===== src/hdl/pipe_pkg.sv =====
`default_nettype none

package pipe_pkg;

	localparam int xlen          = 32;
	localparam int reg_count     = 16; // rv32e
	localparam int reg_idx_width = 4;  // low bits of the 5-bit fields

endpackage

`default_nettype wire


===== src/hdl/rv_isa_pkg.sv =====
`default_nettype none

package rv_isa_pkg;

	// major opcodes
	localparam logic [6:0] op_lui    = 7'b0110111;
	localparam logic [6:0] op_auipc  = 7'b0010111;
	localparam logic [6:0] op_jal    = 7'b1101111;
	localparam logic [6:0] op_jalr   = 7'b1100111;
	localparam logic [6:0] op_branch = 7'b1100011;
	localparam logic [6:0] op_load   = 7'b0000011;
	localparam logic [6:0] op_store  = 7'b0100011;
	localparam logic [6:0] op_imm    = 7'b0010011;
	localparam logic [6:0] op_reg    = 7'b0110011;
	localparam logic [6:0] op_system = 7'b1110011;
	localparam logic [6:0] op_fence  = 7'b0001111; // only fence.i is flagged

	// one-hot class positions
	localparam int cls_lui     = 0;
	localparam int cls_auipc   = 1;
	localparam int cls_jal     = 2;
	localparam int cls_jalr    = 3;
	localparam int cls_beq     = 4;
	localparam int cls_lw      = 5;
	localparam int cls_sw      = 6;
	localparam int cls_addi    = 7;
	localparam int cls_add     = 8;
	localparam int cls_system  = 9;
	localparam int class_count = 10;

	// immediate formats
	localparam int fmt_r     = 0;
	localparam int fmt_i     = 1;
	localparam int fmt_s     = 2;
	localparam int fmt_b     = 3;
	localparam int fmt_u     = 4;
	localparam int fmt_j     = 5;
	localparam int fmt_count = 6;

	localparam logic [31:0] inst_ecall_word = 32'h0000_0073;
	localparam logic [31:0] inst_mret_word  = 32'h3020_0073;

	// one instruction word, seen through each format
	typedef union packed {
		struct packed {
			logic [6:0] funct7;
			logic [4:0] rs2;
			logic [4:0] rs1;
			logic [2:0] funct3;
			logic [4:0] rd;
			logic [6:0] opcode;
		} r_fmt;
		struct packed {
			logic [11:0] imm_11_0;
			logic [4:0]  rs1;
			logic [2:0]  funct3;
			logic [4:0]  rd;
			logic [6:0]  opcode;
		} i_fmt;
		struct packed {
			logic [6:0] imm_11_5;
			logic [4:0] rs2;
			logic [4:0] rs1;
			logic [2:0] funct3;
			logic [4:0] imm_4_0;
			logic [6:0] opcode;
		} s_fmt;
		struct packed {
			logic       imm_12;
			logic [5:0] imm_10_5;
			logic [4:0] rs2;
			logic [4:0] rs1;
			logic [2:0] funct3;
			logic [3:0] imm_4_1;
			logic       imm_11;
			logic [6:0] opcode;
		} b_fmt;
		struct packed {
			logic [19:0] imm_31_12;
			logic [4:0]  rd;
			logic [6:0]  opcode;
		} u_fmt;
		struct packed {
			logic       imm_20;
			logic [9:0] imm_10_1;
			logic       imm_11;
			logic [7:0] imm_19_12;
			logic [4:0] rd;
			logic [6:0] opcode;
		} j_fmt;
	} inst_word_u;

endpackage

`default_nettype wire


===== src/hdl/fwd_if.sv =====
`timescale 1ns/1ps
`default_nettype none

// destination info of one instruction still in flight downstream
interface fwd_if;

	logic                              busy;
	logic [pipe_pkg::reg_idx_width-1:0] rd;
	logic                              reg_wen;
	logic                              is_load; // value not ready yet
	logic [pipe_pkg::xlen-1:0]          value;

	modport source (output busy, rd, reg_wen, is_load, value);
	modport sink   (input busy, rd, reg_wen, is_load, value);

endinterface

`default_nettype wire


===== src/hdl/decode_stage.sv =====
`timescale 1ns/1ps
`default_nettype none

module decode_stage (
	input  logic                                clock,
	input  logic                                reset,
	input  rv_isa_pkg::inst_word_u              inst,
	input  logic [pipe_pkg::xlen-1:0]           pc,
	input  logic                                in_valid,
	output logic                                in_ready,
	input  logic                                flush,
	output logic [pipe_pkg::reg_idx_width-1:0]  rs1,
	output logic [pipe_pkg::reg_idx_width-1:0]  rs2,
	input  logic [pipe_pkg::xlen-1:0]           rf_rs1_data,
	input  logic [pipe_pkg::xlen-1:0]           rf_rs2_data,
	fwd_if.sink                                 exu,
	fwd_if.sink                                 lsu,
	output logic                                out_valid,
	output logic [pipe_pkg::xlen-1:0]           out_pc,
	output logic [rv_isa_pkg::class_count-1:0] out_class,
	output logic [2:0]                          out_funct3,
	output logic                                out_funct7_5,
	output logic [pipe_pkg::reg_idx_width-1:0]  out_rd,
	output logic [pipe_pkg::xlen-1:0]           out_src1,
	output logic [pipe_pkg::xlen-1:0]           out_src2,
	output logic [pipe_pkg::xlen-1:0]           out_imm,
	output logic                                out_reg_wen,
	output logic                                out_ecall,
	output logic                                out_mret,
	output logic                                out_fencei,
	input  logic                                out_ready
);

	logic [rv_isa_pkg::class_count-1:0] dec_class;
	logic [2:0]                         dec_funct3;
	logic                               dec_funct7_5;
	logic [pipe_pkg::reg_idx_width-1:0] dec_rd;
	logic [pipe_pkg::xlen-1:0]          dec_imm;
	logic                               dec_reg_wen;
	logic                               need_rs1;
	logic                               need_rs2;
	logic                               dec_ecall;
	logic                               dec_mret;
	logic                               dec_fencei;
	logic [pipe_pkg::xlen-1:0]          src1;
	logic [pipe_pkg::xlen-1:0]          src2;
	logic                               stall;
	logic                               accept;

	inst_decoder dec_i (
		.inst       (inst),
		.inst_class (dec_class),
		.funct3     (dec_funct3),
		.funct7_5   (dec_funct7_5),
		.rd         (dec_rd),
		.rs1        (rs1),
		.rs2        (rs2),
		.imm        (dec_imm),
		.reg_wen    (dec_reg_wen),
		.need_rs1   (need_rs1),
		.need_rs2   (need_rs2),
		.is_ecall   (dec_ecall),
		.is_mret    (dec_mret),
		.is_fencei  (dec_fencei)
	);

	hazard_bypass byp_i (
		.rs1         (rs1),
		.rs2         (rs2),
		.need_rs1    (need_rs1),
		.need_rs2    (need_rs2),
		.rf_rs1_data (rf_rs1_data),
		.rf_rs2_data (rf_rs2_data),
		.exu         (exu),
		.lsu         (lsu),
		.src1        (src1),
		.src2        (src2),
		.stall       (stall)
	);

	// slot free or draining this cycle
	assign in_ready = (~out_valid | out_ready) & ~stall & ~flush;
	assign accept   = in_valid & in_ready;

	always_ff @(posedge clock) begin
		if (reset || flush)
			out_valid <= 1'b0;
		else if (accept)
			out_valid <= 1'b1;
		else if (out_ready)
			out_valid <= 1'b0;
	end

	always_ff @(posedge clock) begin
		if (accept) begin
			out_pc       <= pc;
			out_class    <= dec_class;
			out_funct3   <= dec_funct3;
			out_funct7_5 <= dec_funct7_5;
			out_rd       <= dec_rd;
			out_src1     <= src1;
			out_src2     <= src2;
			out_imm      <= dec_imm;
			out_reg_wen  <= dec_reg_wen;
			out_ecall    <= dec_ecall;
			out_mret     <= dec_mret;
			out_fencei   <= dec_fencei;
		end
	end

endmodule

`default_nettype wire


===== src/hdl/decode_top.sv =====
`timescale 1ns/1ps
`default_nettype none

module decode_top (
	input  logic                                clock,
	input  logic                                reset,
	input  logic [31:0]                         inst,
	input  logic [pipe_pkg::xlen-1:0]           pc,
	input  logic                                in_valid,
	output logic                                in_ready,
	input  logic                                flush,
	input  logic                                exu_busy,
	input  logic [pipe_pkg::reg_idx_width-1:0]  exu_rd,
	input  logic                                exu_reg_wen,
	input  logic                                exu_is_load,
	input  logic [pipe_pkg::xlen-1:0]           exu_value,
	input  logic                                lsu_busy,
	input  logic [pipe_pkg::reg_idx_width-1:0]  lsu_rd,
	input  logic                                lsu_reg_wen,
	input  logic                                lsu_is_load,
	input  logic [pipe_pkg::xlen-1:0]           lsu_value,
	input  logic                                wb_en,
	input  logic [pipe_pkg::reg_idx_width-1:0]  wb_rd,
	input  logic [pipe_pkg::xlen-1:0]           wb_data,
	output logic                                out_valid,
	output logic [pipe_pkg::xlen-1:0]           out_pc,
	output logic [rv_isa_pkg::class_count-1:0] out_class,
	output logic [2:0]                          out_funct3,
	output logic                                out_funct7_5,
	output logic [pipe_pkg::reg_idx_width-1:0]  out_rd,
	output logic [pipe_pkg::xlen-1:0]           out_src1,
	output logic [pipe_pkg::xlen-1:0]           out_src2,
	output logic [pipe_pkg::xlen-1:0]           out_imm,
	output logic                                out_reg_wen,
	output logic                                out_ecall,
	output logic                                out_mret,
	output logic                                out_fencei,
	input  logic                                out_ready
);

	logic [pipe_pkg::reg_idx_width-1:0] rs1;
	logic [pipe_pkg::reg_idx_width-1:0] rs2;
	logic [pipe_pkg::xlen-1:0]          rs1_data;
	logic [pipe_pkg::xlen-1:0]          rs2_data;

	fwd_if exu_fwd ();
	fwd_if lsu_fwd ();

	assign exu_fwd.busy    = exu_busy;
	assign exu_fwd.rd      = exu_rd;
	assign exu_fwd.reg_wen = exu_reg_wen;
	assign exu_fwd.is_load = exu_is_load;
	assign exu_fwd.value   = exu_value;

	assign lsu_fwd.busy    = lsu_busy;
	assign lsu_fwd.rd      = lsu_rd;
	assign lsu_fwd.reg_wen = lsu_reg_wen;
	assign lsu_fwd.is_load = lsu_is_load;
	assign lsu_fwd.value   = lsu_value;

	reg_file rf_i (
		.clock    (clock),
		.reset    (reset),
		.rs1      (rs1),
		.rs2      (rs2),
		.rs1_data (rs1_data),
		.rs2_data (rs2_data),
		.wr_en    (wb_en),
		.wr_idx   (wb_rd),
		.wr_data  (wb_data)
	);

	decode_stage stage_i (
		.clock        (clock),
		.reset        (reset),
		.inst         (inst),
		.pc           (pc),
		.in_valid     (in_valid),
		.in_ready     (in_ready),
		.flush        (flush),
		.rs1          (rs1),
		.rs2          (rs2),
		.rf_rs1_data  (rs1_data),
		.rf_rs2_data  (rs2_data),
		.exu          (exu_fwd),
		.lsu          (lsu_fwd),
		.out_valid    (out_valid),
		.out_pc       (out_pc),
		.out_class    (out_class),
		.out_funct3   (out_funct3),
		.out_funct7_5 (out_funct7_5),
		.out_rd       (out_rd),
		.out_src1     (out_src1),
		.out_src2     (out_src2),
		.out_imm      (out_imm),
		.out_reg_wen  (out_reg_wen),
		.out_ecall    (out_ecall),
		.out_mret     (out_mret),
		.out_fencei   (out_fencei),
		.out_ready    (out_ready)
	);

endmodule

`default_nettype wire


===== src/hdl/hazard_bypass.sv =====
`timescale 1ns/1ps
`default_nettype none

module hazard_bypass (
	input  logic [pipe_pkg::reg_idx_width-1:0] rs1,
	input  logic [pipe_pkg::reg_idx_width-1:0] rs2,
	input  logic                               need_rs1,
	input  logic                               need_rs2,
	input  logic [pipe_pkg::xlen-1:0]          rf_rs1_data,
	input  logic [pipe_pkg::xlen-1:0]          rf_rs2_data,
	fwd_if.sink                                exu,
	fwd_if.sink                                lsu,
	output logic [pipe_pkg::xlen-1:0]          src1,
	output logic [pipe_pkg::xlen-1:0]          src2,
	output logic                               stall
);

	logic exu_hit1;
	logic exu_hit2;
	logic lsu_hit1;
	logic lsu_hit2;

	// x0 never matches
	function automatic logic src_hit(
		input logic                               busy,
		input logic                               wen,
		input logic [pipe_pkg::reg_idx_width-1:0] dst,
		input logic [pipe_pkg::reg_idx_width-1:0] src,
		input logic                               need
	);
		return busy & wen & need & (dst == src) & (src != '0);
	endfunction

	assign exu_hit1 = src_hit(exu.busy, exu.reg_wen, exu.rd, rs1, need_rs1);
	assign exu_hit2 = src_hit(exu.busy, exu.reg_wen, exu.rd, rs2, need_rs2);
	assign lsu_hit1 = src_hit(lsu.busy, lsu.reg_wen, lsu.rd, rs1, need_rs1);
	assign lsu_hit2 = src_hit(lsu.busy, lsu.reg_wen, lsu.rd, rs2, need_rs2);

	// execute is younger, so it wins
	assign src1 = exu_hit1 ? exu.value :
		lsu_hit1 ? lsu.value : rf_rs1_data;
	assign src2 = exu_hit2 ? exu.value :
		lsu_hit2 ? lsu.value : rf_rs2_data;

	assign stall = (exu.is_load & (exu_hit1 | exu_hit2)) |
		(lsu.is_load & (lsu_hit1 | lsu_hit2)); // load-use

endmodule

`default_nettype wire


===== src/hdl/inst_decoder.sv =====
`timescale 1ns/1ps
`default_nettype none

module inst_decoder (
	input  rv_isa_pkg::inst_word_u              inst,
	output logic [rv_isa_pkg::class_count-1:0] inst_class,
	output logic [2:0]                          funct3,
	output logic                                funct7_5,
	output logic [pipe_pkg::reg_idx_width-1:0]  rd,
	output logic [pipe_pkg::reg_idx_width-1:0]  rs1,
	output logic [pipe_pkg::reg_idx_width-1:0]  rs2,
	output logic [pipe_pkg::xlen-1:0]           imm,
	output logic                                reg_wen,
	output logic                                need_rs1,
	output logic                                need_rs2,
	output logic                                is_ecall,
	output logic                                is_mret,
	output logic                                is_fencei
);

	logic [6:0]                       opcode;
	logic [rv_isa_pkg::fmt_count-1:0] fmt;

	assign opcode = inst.r_fmt.opcode;

	assign inst_class[rv_isa_pkg::cls_lui]    = (opcode == rv_isa_pkg::op_lui);
	assign inst_class[rv_isa_pkg::cls_auipc]  = (opcode == rv_isa_pkg::op_auipc);
	assign inst_class[rv_isa_pkg::cls_jal]    = (opcode == rv_isa_pkg::op_jal);
	assign inst_class[rv_isa_pkg::cls_jalr]   = (opcode == rv_isa_pkg::op_jalr);
	assign inst_class[rv_isa_pkg::cls_beq]    = (opcode == rv_isa_pkg::op_branch);
	assign inst_class[rv_isa_pkg::cls_lw]     = (opcode == rv_isa_pkg::op_load);
	assign inst_class[rv_isa_pkg::cls_sw]     = (opcode == rv_isa_pkg::op_store);
	assign inst_class[rv_isa_pkg::cls_addi]   = (opcode == rv_isa_pkg::op_imm);
	assign inst_class[rv_isa_pkg::cls_add]    = (opcode == rv_isa_pkg::op_reg);
	assign inst_class[rv_isa_pkg::cls_system] = (opcode == rv_isa_pkg::op_system);

	// format follows from the class
	assign fmt[rv_isa_pkg::fmt_r] = inst_class[rv_isa_pkg::cls_add];
	assign fmt[rv_isa_pkg::fmt_i] = inst_class[rv_isa_pkg::cls_jalr] |
		inst_class[rv_isa_pkg::cls_lw] | inst_class[rv_isa_pkg::cls_addi] |
		inst_class[rv_isa_pkg::cls_system];
	assign fmt[rv_isa_pkg::fmt_s] = inst_class[rv_isa_pkg::cls_sw];
	assign fmt[rv_isa_pkg::fmt_b] = inst_class[rv_isa_pkg::cls_beq];
	assign fmt[rv_isa_pkg::fmt_u] = inst_class[rv_isa_pkg::cls_lui] |
		inst_class[rv_isa_pkg::cls_auipc];
	assign fmt[rv_isa_pkg::fmt_j] = inst_class[rv_isa_pkg::cls_jal];

	assign funct3   = inst.r_fmt.funct3;
	assign funct7_5 = inst.r_fmt.funct7[5];
	assign rd       = inst.r_fmt.rd[pipe_pkg::reg_idx_width-1:0];
	assign rs1      = inst.r_fmt.rs1[pipe_pkg::reg_idx_width-1:0];
	assign rs2      = inst.r_fmt.rs2[pipe_pkg::reg_idx_width-1:0];

	always_comb begin
		imm = '0; // r format and unknown opcodes
		if (fmt[rv_isa_pkg::fmt_i])
			imm = {{20{inst.i_fmt.imm_11_0[11]}}, inst.i_fmt.imm_11_0};
		else if (fmt[rv_isa_pkg::fmt_u])
			imm = {inst.u_fmt.imm_31_12, 12'b0};
		else if (fmt[rv_isa_pkg::fmt_s])
			imm = {{20{inst.s_fmt.imm_11_5[6]}}, inst.s_fmt.imm_11_5, inst.s_fmt.imm_4_0};
		else if (fmt[rv_isa_pkg::fmt_j])
			imm = {{12{inst.j_fmt.imm_20}}, inst.j_fmt.imm_19_12, inst.j_fmt.imm_11,
				inst.j_fmt.imm_10_1, 1'b0};
		else if (fmt[rv_isa_pkg::fmt_b])
			imm = {{20{inst.b_fmt.imm_12}}, inst.b_fmt.imm_11, inst.b_fmt.imm_10_5,
				inst.b_fmt.imm_4_1, 1'b0};
	end

	// csr ops with funct3 zero (ecall, mret) write no register
	assign reg_wen = fmt[rv_isa_pkg::fmt_r] | fmt[rv_isa_pkg::fmt_u] | fmt[rv_isa_pkg::fmt_j] |
		(fmt[rv_isa_pkg::fmt_i] & ~(inst_class[rv_isa_pkg::cls_system] & (funct3 == 3'b000)));

	assign need_rs2 = inst_class[rv_isa_pkg::cls_beq] | inst_class[rv_isa_pkg::cls_sw] |
		inst_class[rv_isa_pkg::cls_add];
	assign need_rs1 = need_rs2 | fmt[rv_isa_pkg::fmt_i];

	assign is_ecall  = (inst == rv_isa_pkg::inst_ecall_word);
	assign is_mret   = (inst == rv_isa_pkg::inst_mret_word);
	assign is_fencei = (opcode == rv_isa_pkg::op_fence);

endmodule

`default_nettype wire


===== src/hdl/reg_file.sv =====
`timescale 1ns/1ps
`default_nettype none

module reg_file (
	input  logic                               clock,
	input  logic                               reset,
	input  logic [pipe_pkg::reg_idx_width-1:0] rs1,
	input  logic [pipe_pkg::reg_idx_width-1:0] rs2,
	output logic [pipe_pkg::xlen-1:0]          rs1_data,
	output logic [pipe_pkg::xlen-1:0]          rs2_data,
	input  logic                               wr_en,
	input  logic [pipe_pkg::reg_idx_width-1:0] wr_idx,
	input  logic [pipe_pkg::xlen-1:0]          wr_data
);

	logic [pipe_pkg::xlen-1:0] regs [pipe_pkg::reg_count];

	always_ff @(posedge clock) begin
		if (reset) begin
			for (int i = 0; i < pipe_pkg::reg_count; i++)
				regs[i] <= '0;
		end else if (wr_en && wr_idx != '0) begin
			regs[wr_idx] <= wr_data;
		end
	end

	assign rs1_data = (rs1 == '0) ? '0 : regs[rs1]; // x0 hardwired
	assign rs2_data = (rs2 == '0) ? '0 : regs[rs2];

endmodule

`default_nettype wire


===== config.mk =====
export PLATFORM = sky130hd
export DESIGN_NAME = decode_top
export DESIGN_NICKNAME = d
export VERILOG_FILES = /design/src/hdl/pipe_pkg.sv /design/src/hdl/rv_isa_pkg.sv /design/src/hdl/fwd_if.sv /design/src/hdl/decode_stage.sv /design/src/hdl/decode_top.sv /design/src/hdl/hazard_bypass.sv /design/src/hdl/inst_decoder.sv /design/src/hdl/reg_file.sv
export SDC_FILE = /design/constraint.sdc
export NUM_CORES = 1
export LEC_CHECK = 0
export BUFFER_PORTS_ARGS = -buffer_cell sky130_fd_sc_hd__buf_2
export CORE_MARGIN = 4
export CORE_UTILIZATION = 45
export CTS_CLUSTER_SIZE = 14
export DETAILED_ROUTE_END_ITERATION = 8
export GPL_TIMING_DRIVEN = 1
export HOLD_SLACK_MARGIN = 0.1
export PLACE_DENSITY = 0.69
export RECOVER_POWER = 100
export SKIP_CTS_REPAIR_TIMING = 1
export SLEW_MARGIN = 10
export SYNTH_ARGS = -nofsm -noshare
export SYNTH_HDL_FRONTEND = slang
export SYNTH_HIERARCHICAL = 1
export SYNTH_SLANG_ARGS = --single-unit

===== constraint.sdc =====
create_clock -name clock -period 14.9 [get_ports clock]
set_input_delay 2.235 -clock clock [delete_from_list [all_inputs] [get_ports clock]]
set_output_delay 2.235 -clock clock [all_outputs]
set_load 0.01 [all_outputs]

==> flow_summary.json <==
{
  "status": "complete, but fails checks",
  "violations": "max-capacitance violations, max-slew violations",
  "fp.dieW_um": 280,
  "ys_types": 66,
  "syn_to_final_growth_pct": 12.4,
  "firstDrtPassIters": 6,
  "grt_max_degree": 88,
  "async_flop_share_pct": 0,
  "period_minus_slack_ps": 9550,
  "core_region_area_um2": 73100,
  "cts.reportedPaths.clkPinSlew_ps": 60,
  "netlist_area_um2": 33300,
  "post_drt_wl_per_cell_um": 31.4,
  "syn_avg_cell_area_um2": 13.8,
  "grt_pass1_vias": 23830,
  "drive_above_1_share_pct": 23.6,
  "routed_wl_um": 114000,
  "overflow": 0,
  "port_buffers": 335,
  "p_switching_mw": 1.07,
  "pwr-share-seq_pct": 48.9,
  "cts_tree": "built",
  "endpoint_kind": "flip-flop",
  "worst-setup-path-type": "in -> reg",
  "hold_viol_final": 0,
  "p_leak_nw": 12.5,
  "sw_frac_of_total_pct": 24.8,
  "slew-limit-headroom_pct": -125,
  "holdWs_ps": 634,
  "synthCells": 2403,
  "track_usage_pct": 28.2,
  "place.gp.congestion": 0.902,
  "synth_area_leader_cell": "edfxtp_1",
  "combinationalPowerShare_pct": 11.8,
  "ys_top_cells_by_area": "edfxtp_1, mux4_2, and2_1, mux2_2, mux2i_1",
  "hp-class": "reg -> reg",
  "hpwl_um": 66900,
  "drtIter0Drc": 3153,
  "crit_arrival_ps": 9780,
  "cts-root-buf": "clkbuf_16",
  "power_mw": 4.32,
  "fmax_ghz": 0.105,
  "tightestPinTransition_ps": 3370,
  "powerDensity_nw_per_um2": 116,
  "drv_slew": 1236,
  "start_util_pct": 45.5,
  "antenna_found_initial": 19,
  "postLayoutCoreUtil_pct": 51.2,
  "ys_seq_elements": 632,
  "ios": 336,
  "cts_buffers": 69,
  "vias": 23694,
  "rows": 99,
  "synth_top_area_share_pct": 56.9,
  "critical-path-max-stage-delay_ps": 1990,
  "die_area_um2": 78400,
  "synth_warnings": 6,
  "vias_per_cell": 6.51,
  "synth_edf_count": 631,
  "nets": 2806,
  "antenna_left": 0,
  "clkPwrFrac_pct": 39.2,
  "intPower_mw": 3.25,
  "crit_chain": "clkbuf_1 > and4bb_2 > nor2b_1 > nand2b_1 > or2_2 > nand3_1 > or4_2 > clkbuf_1 > o22ai_1 > a22o_1 > nor4b_1 > clkbuf_1 > buf_4",
  "cts_num_sinks": 632,
  "fin_setup_tns_ps": 0,
  "grt_pass1_wl_um": 161000,
  "cts_buffer_depth": 3,
  "rsz0062_at_grt": "no",
  "cp_common_cell": "clkbuf_1",
  "peakVddDrop_mv": 0.0772,
  "max_cap_viol_count": 39,
  "cp_max_fo": 80,
  "htreeDepth": 3,
  "synth_ff_type": "edfxtp_1",
  "cp-start-kind": "primary input",
  "worstPathRequired_ps": 15130,
  "drc": 0,
  "seq_area_frac_synth_pct": 57.0,
  "clkLatencyLatePin_ps": 610,
  "die_h_um": 280,
  "fin_crit_sh_pct": 64.1,
  "setup_viol": 0,
  "finalClockSkew_ps": 9.37,
  "syn_nets": 2587,
  "cpMaxStageDelayCell": "clkbuf_1"
}
-- cell usage in the layout (no fill, tap or decap), types with 35 or more instances in the layout --
master,Yosys,layout
buf_2,40,165
and2_0,0,286
nor2b_1,43,41
mux2_2,65,65
edfxtp_1,631,631
and2_1,491,205
nor2_1,54,42
mux4_2,159,159
nor3_1,106,104
mux2i_1,65,65
o22ai_1,35,35
clkbuf_1,173,219
clkbuf_16,0,71
o21ai_0,67,67
nand3_1,41,39
-- kinds of logic (layout without fill, tap and decap cells) --
family | count (synthesis) | in the layout | synth area share (%)
mux | 289 | 289 | 14.9
simple gates | 839 | 839 | 15.3
flops | 632 | 632 | 57.0
xor+xnor | 15 | 15 | 0.395
buf+inv | 259 | 531 | 3.67
compound gates | 368 | 368 | 8.72
other cells | 1 | 4 | 0.0113
-- worst max-delay path, delay by kind of cell --
kind,cells,cell delay [ps]
AO/OA/AOI/OAI,2,670
buffers and inverters,4,5080
AND/OR/NAND/NOR,7,1600
-- sequential cells by signal, indices dropped and copies added, names as in the netlist --
name	count
rf_i/regs	481
stage_i/out_class	10
stage_i/out_imm	32
stage_i/out_src2	32
stage_i/out_funct7_5	1
stage_i/out_funct3	3
stage_i/out_reg_wen	1
stage_i/out_pc	32
stage_i/out_ecall	1
stage_i/out_src1	32
stage_i/out_mret	1
stage_i/out_valid	1
stage_i/out_fencei	1
stage_i/out_rd	4
-- Yosys cell counts, types with 4 or more instances --
| cell type | n |
|---|---|
| nor2b_1 | 43 |
| o31a_1 | 29 |
| nand2b_1 | 7 |
| or3_1 | 5 |
| xor2_1 | 11 |
| or2_2 | 16 |
| mux2i_1 | 65 |
| clkbuf_1 | 173 |
| a22o_1 | 7 |
| a31oi_2 | 32 |
| nor4_1 | 8 |
| a221oi_1 | 32 |
| mux4_2 | 159 |
| o22ai_1 | 35 |
| o21ai_0 | 67 |
| inv_1 | 4 |
| mux2_2 | 65 |
| buf_2 | 40 |
| nor3_1 | 106 |
| o22a_1 | 29 |
| nor2_1 | 54 |
| a31oi_1 | 32 |
| or3b_2 | 33 |
| nand2_1 | 10 |
| a21oi_1 | 6 |
| a22oi_1 | 29 |
| xnor2_1 | 4 |
| a221o_1 | 33 |
| buf_6 | 15 |
| buf_4 | 23 |
| and2_1 | 491 |
| a21o_1 | 21 |
| nand3_1 | 41 |
| edfxtp_1 | 631 |
-- worst paths after layout --
check                                  startpoint                  to  slack [ps]  depth (start not counted)
worst max register to register  stage_i/out_valid  stage_i/out_pc[23]       10630                          4
worst min-delay path            stage_i/out_valid   stage_i/out_valid         630                          2
worst min register to register  stage_i/out_valid   stage_i/out_valid         630                          2
worst max-delay path                      inst[2]  stage_i/out_pc[23]        5350                         13
-- stage by stage --
stage	cells	setup WS [ps]	cell area, µm²
CTS	3634	7560	37800
floorplan	2403	2080	33300
global route	3636	5100	37400
finish	3637	5350	37400
global placement	3510	7550	35600
detailed placement	3510	7570	35600
-- power groups by stage --
stage	clock (mW)	combinational, mW	sequential [mW]
global placement	0	0.498	2.13
detailed placement	0	0.503	2.14
floorplan	0	0.306	2.14
finish	1.70	0.510	2.11
CTS	1.72	0.506	2.11
global route	1.79	0.530	2.12
-- layer usage --
metal	GRT usage (%)	vias up	wire (µm)
met4	11.0	12	5100
met1	36.9	11787	41700
met2	45.6	1865	52900
met5	0	-	72
li1	-	9685	-
met3	7.09	345	14200
-- final cells by class --
type                       instances  area (µm²)
clock inverter                    35         339
clock buffer                      89        1850
timing repair buffer             402        1860
inverter                           5        18.8
multi-input combinational       1512       13100
tap                              959        1200
sequential                       632       19000
fill                            6274       35700
antenna                            3        7.51
No activity file was read; power rests on OpenSTA's default activity.
